**config.mk**
```make
export PLATFORM = sky130hd
export DESIGN_NAME = spi_master
export DESIGN_NICKNAME = d
export VERILOG_FILES = /design/src/spi_pkg.sv /design/src/par2ser.sv /design/src/fifo_sync.sv /design/src/spi_master_fifo.sv /design/src/spi_master_io.sv /design/src/spi_master.sv
export SDC_FILE = /design/constraint.sdc
export NUM_CORES = 1
export LEC_CHECK = 0
export ABC_AREA = 1
export BUFFER_PORTS_ARGS = -buffer_cell sky130_fd_sc_hd__buf_2
export CAP_MARGIN = 20
export CORE_ASPECT_RATIO = 1.4
export CORE_MARGIN = 4
export CORE_UTILIZATION = 25
export CTS_CLUSTER_SIZE = 24
export DETAILED_ROUTE_END_ITERATION = 8
export GPL_ROUTABILITY_DRIVEN = 1
export HOLD_SLACK_MARGIN = 0.15
export PLACE_DENSITY_LB_ADDON = 0.05
export RECOVER_POWER = 100
export SLEW_MARGIN = 20
export SYNTH_ARGS = -nofsm -noshare
export SYNTH_HDL_FRONTEND = slang
export SYNTH_HIERARCHICAL = 1
export SYNTH_SLANG_ARGS = --single-unit
export TNS_END_PERCENT = 20
```
**constraint.sdc**
```tcl
create_clock -name clk -period 3.16 [get_ports clk]
set_input_delay 0.79 -clock clk [delete_from_list [all_inputs] [get_ports clk]]
set_output_delay 0.79 -clock clk [all_outputs]
set_load 0.01 [all_outputs]
```
**src/spi_pkg.sv**
```systemverilog
package spi_pkg;

   // ##################################################
   // Widths
   // ##################################################

   localparam int aw       = 32;             // Architecture address width
   localparam int pw       = 2 * aw + 40;    // Emesh packet width, 104
   localparam int sw       = 8;              // Serial word width
   localparam int pw_bytes = pw / sw;        // Bytes in a full packet, 13

   typedef logic [3:0]    size_t;            // Serializer byte count, holds pw_bytes
   typedef logic [sw-1:0] byte_t;            // One FIFO entry

   // ##################################################
   // Emesh packet
   // ##################################################

   // First member sits at the top of the vector
   typedef struct packed {
      logic [aw-1:0] srcaddr;                // Source / return address
      logic [aw-1:0] data;                   // Write data
      logic [aw-1:0] dstaddr;                // Destination address
      logic [4:0]    ctrlmode;               // Not used by the transmit path
      logic [1:0]    datamode;               // Transfer size code
      logic          write;                  // Write flag, bit 0
   } emesh_packet_t;

   // ##################################################
   // Register map and datamode codes
   // ##################################################

   // Index into dstaddr[7:2]
   localparam logic [5:0] spi_tx_addr = 6'h08;

   localparam logic [1:0] dm_byte   = 2'd0;  // 1 byte
   localparam logic [1:0] dm_half   = 2'd1;  // 2 bytes
   localparam logic [1:0] dm_word   = 2'd2;  // 4 bytes
   localparam logic [1:0] dm_double = 2'd3;  // 8 bytes

endpackage

```
**src/par2ser.sv**
```systemverilog
module par2ser (
   input  logic                   clk,
   input  logic                   arst_n,
   input  logic                   load,        // Capture din and datasize
   input  logic [spi_pkg::pw-1:0] din,
   input  spi_pkg::size_t         datasize,    // Bytes to emit
   input  logic                   wait_in,     // Back-pressure from the FIFO
   output spi_pkg::byte_t         dout,
   output logic                   access_out,  // Byte strobe
   output logic                   wait_out     // Busy while draining a packet
);

   logic [spi_pkg::pw-1:0] shreg;              // Word being drained
   spi_pkg::size_t         remain;             // Bytes still to emit
   logic                   busy;
   logic                   step;               // One byte leaves this cycle

   assign busy = (remain != '0);
   assign step = busy & ~wait_in;              // Hold while FIFO is nearly full

   // ##################################################
   // Byte counter
   // ##################################################

   always_ff @(posedge clk or negedge arst_n) begin
      if (!arst_n) begin
         remain <= '0;
      end else if (load) begin
         remain <= datasize;                   // New packet
      end else if (step) begin
         remain <= remain - spi_pkg::size_t'(1);
      end
   end

   // Lowest byte of the shift register leaves first
   always_ff @(posedge clk) begin
      if (load) begin
         shreg <= din;
      end else if (step) begin
         shreg <= shreg >> spi_pkg::sw;        // Next byte into the bottom
      end
   end

   assign dout       = shreg[spi_pkg::sw-1:0];
   assign access_out = step;
   assign wait_out   = busy;                   // High for the whole drain

   // ##################################################
   // Checks
   // ##################################################

   // The decoder must gate its load with our wait
   a_no_load_when_busy : assert property (
      @(posedge clk) disable iff (!arst_n)
      load |-> !wait_out
   ) else $error("par2ser loaded while still draining a packet");

endmodule

```
**src/fifo_sync.sv**
```systemverilog
module fifo_sync #(
   parameter int depth = 16                    // Entries
) (
   input  logic           clk,
   input  logic           arst_n,
   input  spi_pkg::byte_t din,
   input  logic           wr_en,
   input  logic           rd_en,               // Pop the head entry
   output spi_pkg::byte_t dout,                // Head entry, valid while !empty
   output logic           empty,
   output logic           full,
   output logic           almost_full          // Count at least depth-2
);

   localparam int ptr_w = (depth > 1) ? $clog2(depth) : 1;
   localparam int cnt_w = $clog2(depth + 1);

   spi_pkg::byte_t   mem [depth];              // Storage, no reset
   logic [ptr_w-1:0] wr_ptr;
   logic [ptr_w-1:0] rd_ptr;
   logic [cnt_w-1:0] count;                    // Occupancy
   logic             do_wr;
   logic             do_rd;

   assign do_wr = wr_en & ~full;
   assign do_rd = rd_en & ~empty;

   always_ff @(posedge clk) begin
      if (do_wr) begin
         mem[wr_ptr] <= din;
      end
   end

   // ##################################################
   // Pointers and occupancy
   // ##################################################

   always_ff @(posedge clk or negedge arst_n) begin
      if (!arst_n) begin
         wr_ptr <= '0;
         rd_ptr <= '0;
         count  <= '0;
      end else begin
         if (do_wr) begin
            wr_ptr <= (wr_ptr == ptr_w'(depth - 1)) ? '0 : wr_ptr + 1'b1;  // Wrap
         end
         if (do_rd) begin
            rd_ptr <= (rd_ptr == ptr_w'(depth - 1)) ? '0 : rd_ptr + 1'b1;
         end
         case ({do_wr, do_rd})
            2'b10:   count <= count + 1'b1;
            2'b01:   count <= count - 1'b1;
            default: count <= count;           // Both or neither
         endcase
      end
   end

   assign dout        = mem[rd_ptr];           // Fall-through head
   assign empty       = (count == '0);
   assign full        = (count == cnt_w'(depth));
   assign almost_full = (count >= cnt_w'(depth - 2));

   // Producer and consumer must respect the flags
   a_no_write_full : assert property (
      @(posedge clk) disable iff (!arst_n)
      full |-> !wr_en
   ) else $error("fifo_sync written while full");

   a_no_read_empty : assert property (
      @(posedge clk) disable iff (!arst_n)
      empty |-> !rd_en
   ) else $error("fifo_sync read while empty");

endmodule

```
**src/spi_master_fifo.sv**
```systemverilog
module spi_master_fifo #(
   parameter int depth = 16                    // FIFO entries
) (
   input  logic                   clk,
   input  logic                   arst_n,
   input  logic                   emode,       // Send the whole packet
   input  logic                   access_in,   // Core strobe
   input  logic [spi_pkg::pw-1:0] packet_in,
   output logic                   wait_out,    // Core must hold its strobe
   input  logic                   fifo_read,   // Pop from the shift engine
   output logic                   fifo_empty,
   output spi_pkg::byte_t         fifo_dout
);

   spi_pkg::emesh_packet_t pkt;                // Field view of packet_in
   logic                   tx_write;
   logic                   load;
   spi_pkg::size_t         datasize;
   logic [spi_pkg::pw-1:0] tx_data;
   spi_pkg::byte_t         fifo_din;
   logic                   fifo_wr;
   logic                   fifo_afull;

   // ##################################################
   // Decode
   // ##################################################

   assign pkt      = packet_in;
   assign tx_write = access_in & pkt.write
                   & (pkt.dstaddr[7:2] == spi_pkg::spi_tx_addr);  // TX register only
   assign load     = tx_write & ~wait_out;     // Drop strobes while draining

   always_comb begin
      if (emode) begin
         datasize = spi_pkg::size_t'(spi_pkg::pw_bytes);  // Every byte
      end else begin
         case (pkt.datamode)
            spi_pkg::dm_byte:   datasize = 4'd1;
            spi_pkg::dm_half:   datasize = 4'd2;
            spi_pkg::dm_word:   datasize = 4'd4;
            spi_pkg::dm_double: datasize = 4'd8;
            default:            datasize = 4'd1;
         endcase
      end
   end

   // Normal mode: data low, then srcaddr, zeros on top
   assign tx_data = emode ? packet_in
                  : {{(spi_pkg::pw - 2 * spi_pkg::aw){1'b0}}, pkt.srcaddr, pkt.data};

   // ##################################################
   // Serializer and byte queue
   // ##################################################

   par2ser i_par2ser (
      .clk        (clk),
      .arst_n     (arst_n),
      .load       (load),
      .din        (tx_data),
      .datasize   (datasize),
      .wait_in    (fifo_afull),
      .dout       (fifo_din),
      .access_out (fifo_wr),
      .wait_out   (wait_out)
   );

   fifo_sync #(
      .depth (depth)
   ) i_fifo_sync (
      .clk         (clk),
      .arst_n      (arst_n),
      .din         (fifo_din),
      .wr_en       (fifo_wr),
      .rd_en       (fifo_read),
      .dout        (fifo_dout),
      .empty       (fifo_empty),
      .full        (),                         // almost_full stalls first
      .almost_full (fifo_afull)
   );

endmodule

```
**src/spi_master_io.sv**
```systemverilog
module spi_master_io #(
   parameter int clkdiv = 2                    // sclk half period in clk cycles
) (
   input  logic           clk,
   input  logic           arst_n,
   input  logic           fifo_empty,
   input  spi_pkg::byte_t fifo_dout,           // Head byte
   output logic           fifo_read,           // One-cycle pop
   output logic           sclk,
   output logic           mosi,
   output logic           ss_n
);

   localparam int div_w = (clkdiv > 1) ? $clog2(clkdiv) : 1;

   typedef enum logic [1:0] {
      st_idle,                                 // ss_n high while waiting for data
      st_shift,                                // Bits going out
      st_finish                                // Last half period before ss_n rises
   } state_t;

   state_t           state;
   logic [div_w-1:0] div_cnt;                  // Half-period divider
   logic [2:0]       bit_cnt;                  // Bit within the byte
   spi_pkg::byte_t   shreg;                    // MSB drives mosi
   logic             tick;                     // Half period elapsed
   logic             last_edge;                // Falling edge ending bit 7
   logic             pop;

   assign tick      = (div_cnt == div_w'(clkdiv - 1));
   assign last_edge = (state == st_shift) & tick & sclk & (bit_cnt == 3'd7);
   assign pop       = ~fifo_empty & ((state == st_idle) | last_edge);
   assign fifo_read = pop;
   assign mosi      = shreg[7];

   // ##################################################
   // Shift FSM
   // ##################################################

   always_ff @(posedge clk or negedge arst_n) begin
      if (!arst_n) begin
         state   <= st_idle;
         div_cnt <= '0;
         bit_cnt <= '0;
         sclk    <= 1'b0;                      // Mode 0 idle level
         ss_n    <= 1'b1;
         shreg   <= '0;
      end else begin
         case (state)
            st_idle: begin
               if (pop) begin
                  shreg   <= fifo_dout;        // First bit on mosi before first rise
                  ss_n    <= 1'b0;
                  div_cnt <= '0;
                  bit_cnt <= '0;
                  state   <= st_shift;
               end
            end
            st_shift: begin
               if (tick) begin
                  div_cnt <= '0;
                  sclk    <= ~sclk;
                  if (sclk) begin              // Falling edge ends the bit
                     if (bit_cnt == 3'd7) begin
                        if (pop) begin
                           shreg   <= fifo_dout;  // Next byte follows without a gap
                           bit_cnt <= '0;
                        end else begin
                           state <= st_finish;
                        end
                     end else begin
                        bit_cnt <= bit_cnt + 3'd1;
                        shreg   <= {shreg[6:0], 1'b0};  // mosi moves on the fall
                     end
                  end
               end else begin
                  div_cnt <= div_cnt + 1'b1;
               end
            end
            st_finish: begin
               if (tick) begin
                  div_cnt <= '0;
                  ss_n    <= 1'b1;             // Burst over
                  state   <= st_idle;
               end else begin
                  div_cnt <= div_cnt + 1'b1;
               end
            end
            default: state <= st_idle;
         endcase
      end
   end

   // Select only rises after all eight bits of the last byte
   a_ss_after_byte : assert property (
      @(posedge clk) disable iff (!arst_n)
      $rose(ss_n) |-> ($past(bit_cnt) == 3'd7) && !$past(sclk)
   ) else $error("ss_n released in the middle of a byte");

endmodule

```
**src/spi_master.sv**
```systemverilog
module spi_master #(
   parameter int depth  = 16,                  // FIFO entries
   parameter int clkdiv = 2                    // sclk half period
) (
   input  logic                   clk,
   input  logic                   arst_n,
   input  logic                   emode,       // Whole-packet transfers
   input  logic                   access_in,
   input  logic [spi_pkg::pw-1:0] packet_in,
   output logic                   wait_out,
   output logic                   sclk,
   output logic                   mosi,
   output logic                   ss_n
);

   logic           fifo_read;                  // Engine pops a byte
   logic           fifo_empty;
   spi_pkg::byte_t fifo_dout;

   // ##################################################
   // Packet to byte queue
   // ##################################################

   spi_master_fifo #(
      .depth (depth)
   ) i_spi_master_fifo (
      .clk        (clk),
      .arst_n     (arst_n),
      .emode      (emode),
      .access_in  (access_in),
      .packet_in  (packet_in),
      .wait_out   (wait_out),
      .fifo_read  (fifo_read),
      .fifo_empty (fifo_empty),
      .fifo_dout  (fifo_dout)
   );

   // Pins
   spi_master_io #(
      .clkdiv (clkdiv)
   ) i_spi_master_io (
      .clk        (clk),
      .arst_n     (arst_n),
      .fifo_empty (fifo_empty),
      .fifo_dout  (fifo_dout),
      .fifo_read  (fifo_read),
      .sclk       (sclk),
      .mosi       (mosi),
      .ss_n       (ss_n)
   );

endmodule

```
==> results.py <==
metrics = {
    "floorplanning": {
        "pin_count": 112,
        "rows": 99,
        "start_util": 0.2533,
        "core_sq_um": 52270,
        "die_height_um": 280.3,
        "die-width_um": 202.5,
        "dieArea_sq_um": 56770,
    },
    "setup_path": {
        "cp_max_fo": 35,
        "setup.worst_path.end_class": "flip-flop",
        "cp-endpoint": "i_spi_master_fifo/i_par2ser/shreg[56]",
        "start_kind": "flip-flop",
        "worstSetupPathType": "flip-flop to flip-flop",
        "r2r_start": "i_spi_master_fifo/i_par2ser/remain[0]",
        "r2r_end": "i_spi_master_fifo/i_par2ser/shreg[56]",
        "reg2regPathDepth": 8,
        "cp.required_ps": 3420,
        "r2r_slack_ps": 420,
        "startpoint": "i_spi_master_fifo/i_par2ser/remain[0]",
        "worstPathArrival_ps": 3000,
    },
    "timing": {
        "max_freq_mhz": 364.9,
        "post-route-period-util": 0.8673,
        "whs_ps": 480.0,
        "final-setup-viol-count": 0,
        "finalHoldViolations": 0,
        "slew_violations": 34,
        "period_needed_ps": 2741,
        "rsz0062_at_grt": "no",
        "worst_pin_slew_ps": 1950,
        "fin_tns_setup_ps": 0,
        "finClkSkew_ps": 10.74,
        "maxSlewHeadroom": -0.2997,
    },
    "route": {
        "routed_wl_um": 40810,
        "drc": 0,
        "routedWlPerCell_um": 17.35,
        "dr.pass1.iters": 4,
        "vias": 9846,
        "via_per_inst": 4.186,
        "drtAntennaViolNets": 0,
        "drtIter0Drc": 419,
    },
    "run_status": {
        "violations": "max-capacitance violations, max-slew violations",
        "status": "finished with violations",
    },
    "placement": {
        "gp_congestion": 0.7961,
        "portBuffers": 111,
        "dp_hpwl_um": 28330,
        "place_area_sq_um": 14570,
    },
    "grt": {
        "grt_pass1_wl_um": 62060,
        "antenna_found_initial": 2,
        "track_usage": 0.1427,
        "grt_pass1_vias": 10401,
        "grt_start_max_net_pins": 112,
        "overflow": 0,
    },
    "cells_and_area": {
        "final_util": 0.2957,
        "final_common_cell": "nand2_1",
        "fin_nets": 1746,
        "num-fill-cells": 5764,
        "drive_above_1_share": 0.1204,
        "syn_to_final_growth_pct": 16.73,
        "final_cell_mix": "nand2_1 (729), edfxtp_1 (232), inv_1 (163), buf_2 (105), nor2_1 (86)",
        "final_design_area_no_fill_sq_um": 15460,
    },
    "clocking": {
        "cts_resized": 0,
        "numCtsBuffers": 31,
        "cts_tree": "built",
        "post_cts_buffers": 0,
        "clk_pin_slew_ps": 60,
        "root_buffer": "clkbuf_16",
        "htreeDepth": 1,
        "clkLatencyLatePin_ps": 580,
        "clockBufferDepth": 3,
        "cts-hold-fix-buffers": 0,
        "clock_sinks": 265,
    },
    "synthesis": {
        "netlist_area_sq_um": 13240,
        "yosysWarnings": 6,
        "synth_nets": 1642,
        "synthesis.instances": 1516,
        "avgSynthCellArea_sq_um": 8.735,
    },
    "power_and_ir_drop": {
        "total_power_mw": 14.84,
        "vdd_drop_max_mv": 0.5081,
        "p_leak_nw": 7.167,
        "power_density_nw_per_um2": 959.8,
    },
    "flow_run": {
        "max-cap-violations": 1,
    },
    "min_path": {
        "hold_class": "flip-flop to flip-flop",
    },
}
==> worst min-delay path by stage <==
stage	start	end	slack [ps]	cells past startpoint
after global routing	i_spi_master_io/bit_cnt[0]	i_spi_master_io/bit_cnt[0]	510	1
after CTS	arst_n	i_spi_master_io/shreg[1]	330	1
final	i_spi_master_io/bit_cnt[0]	i_spi_master_io/bit_cnt[0]	480	1
after floorplan	i_spi_master_io/bit_cnt[0]	i_spi_master_io/bit_cnt[0]	450	1
after detailed placement	i_spi_master_io/bit_cnt[0]	i_spi_master_io/bit_cnt[0]	470	1
after global placement	i_spi_master_io/bit_cnt[0]	i_spi_master_io/bit_cnt[0]	470	1
==> critical path, cell delays in order (launching register included) <==
cell,delay [ps]
dfrtp_1,390
inv_1,110
ha_1,200
nand2_1,130
nand3b_1,220
nor2_4,140
clkinv_2,90
nand2_1,810
buf_12,310
==> metrics by stage <==
step	instances	setup WS [ps]
floorplan	1516	136.0
global placement	2294	471.8
detailed placement	2294	469.8
CTS	2351	458.5
global route	2352	136.5
finish	2352	419.2
==> flip-flops by register name (all words and copies together), names as in the netlist, 2 cells and up <==
register and cells:
i_spi_master_io/shreg 8, i_spi_master_fifo/i_fifo_sync/rd_ptr 4, i_spi_master_fifo/i_par2ser/remain 4, i_spi_master_fifo/i_fifo_sync/count 5, i_spi_master_fifo/i_fifo_sync/mem 128, i_spi_master_io/state 2, i_spi_master_fifo/i_fifo_sync/wr_ptr 4, i_spi_master_fifo/i_par2ser/shreg 104
i_spi_master_io/bit_cnt 3
==> final cells by class <==
type,instances,area [sq um],share of cell area
flip-flops and latches,265,7795,0.5042
clock inverters,23,201.4,0.01303
well taps,707,884.6,0.05722
repair buffers,145,847.1,0.05480
multi-input cells,1005,4288,0.2774
inverters,172,653.1,0.04225
diodes,1,2.502,0.0001619
clock buffers,34,787.0,0.05091
==> routing by layer <==
layer,GRT usage,vias up,wire length (um)
met4,0.06515,2,1999
met1,0.1589,4640,16030
li1,-,4971,-
met3,0.01931,77,1219
met2,0.2688,156,21550
met5,0,-,12
==> power breakdown <==
part,switching [mW],total [mW],internal [mW]
logic,3.23,4.69,1.46
registers,0.900,6.62,5.72
clock network,1.49,3.53,2.04
total,5.62,14.8,9.22
Power figures use the tool's default switching activity.
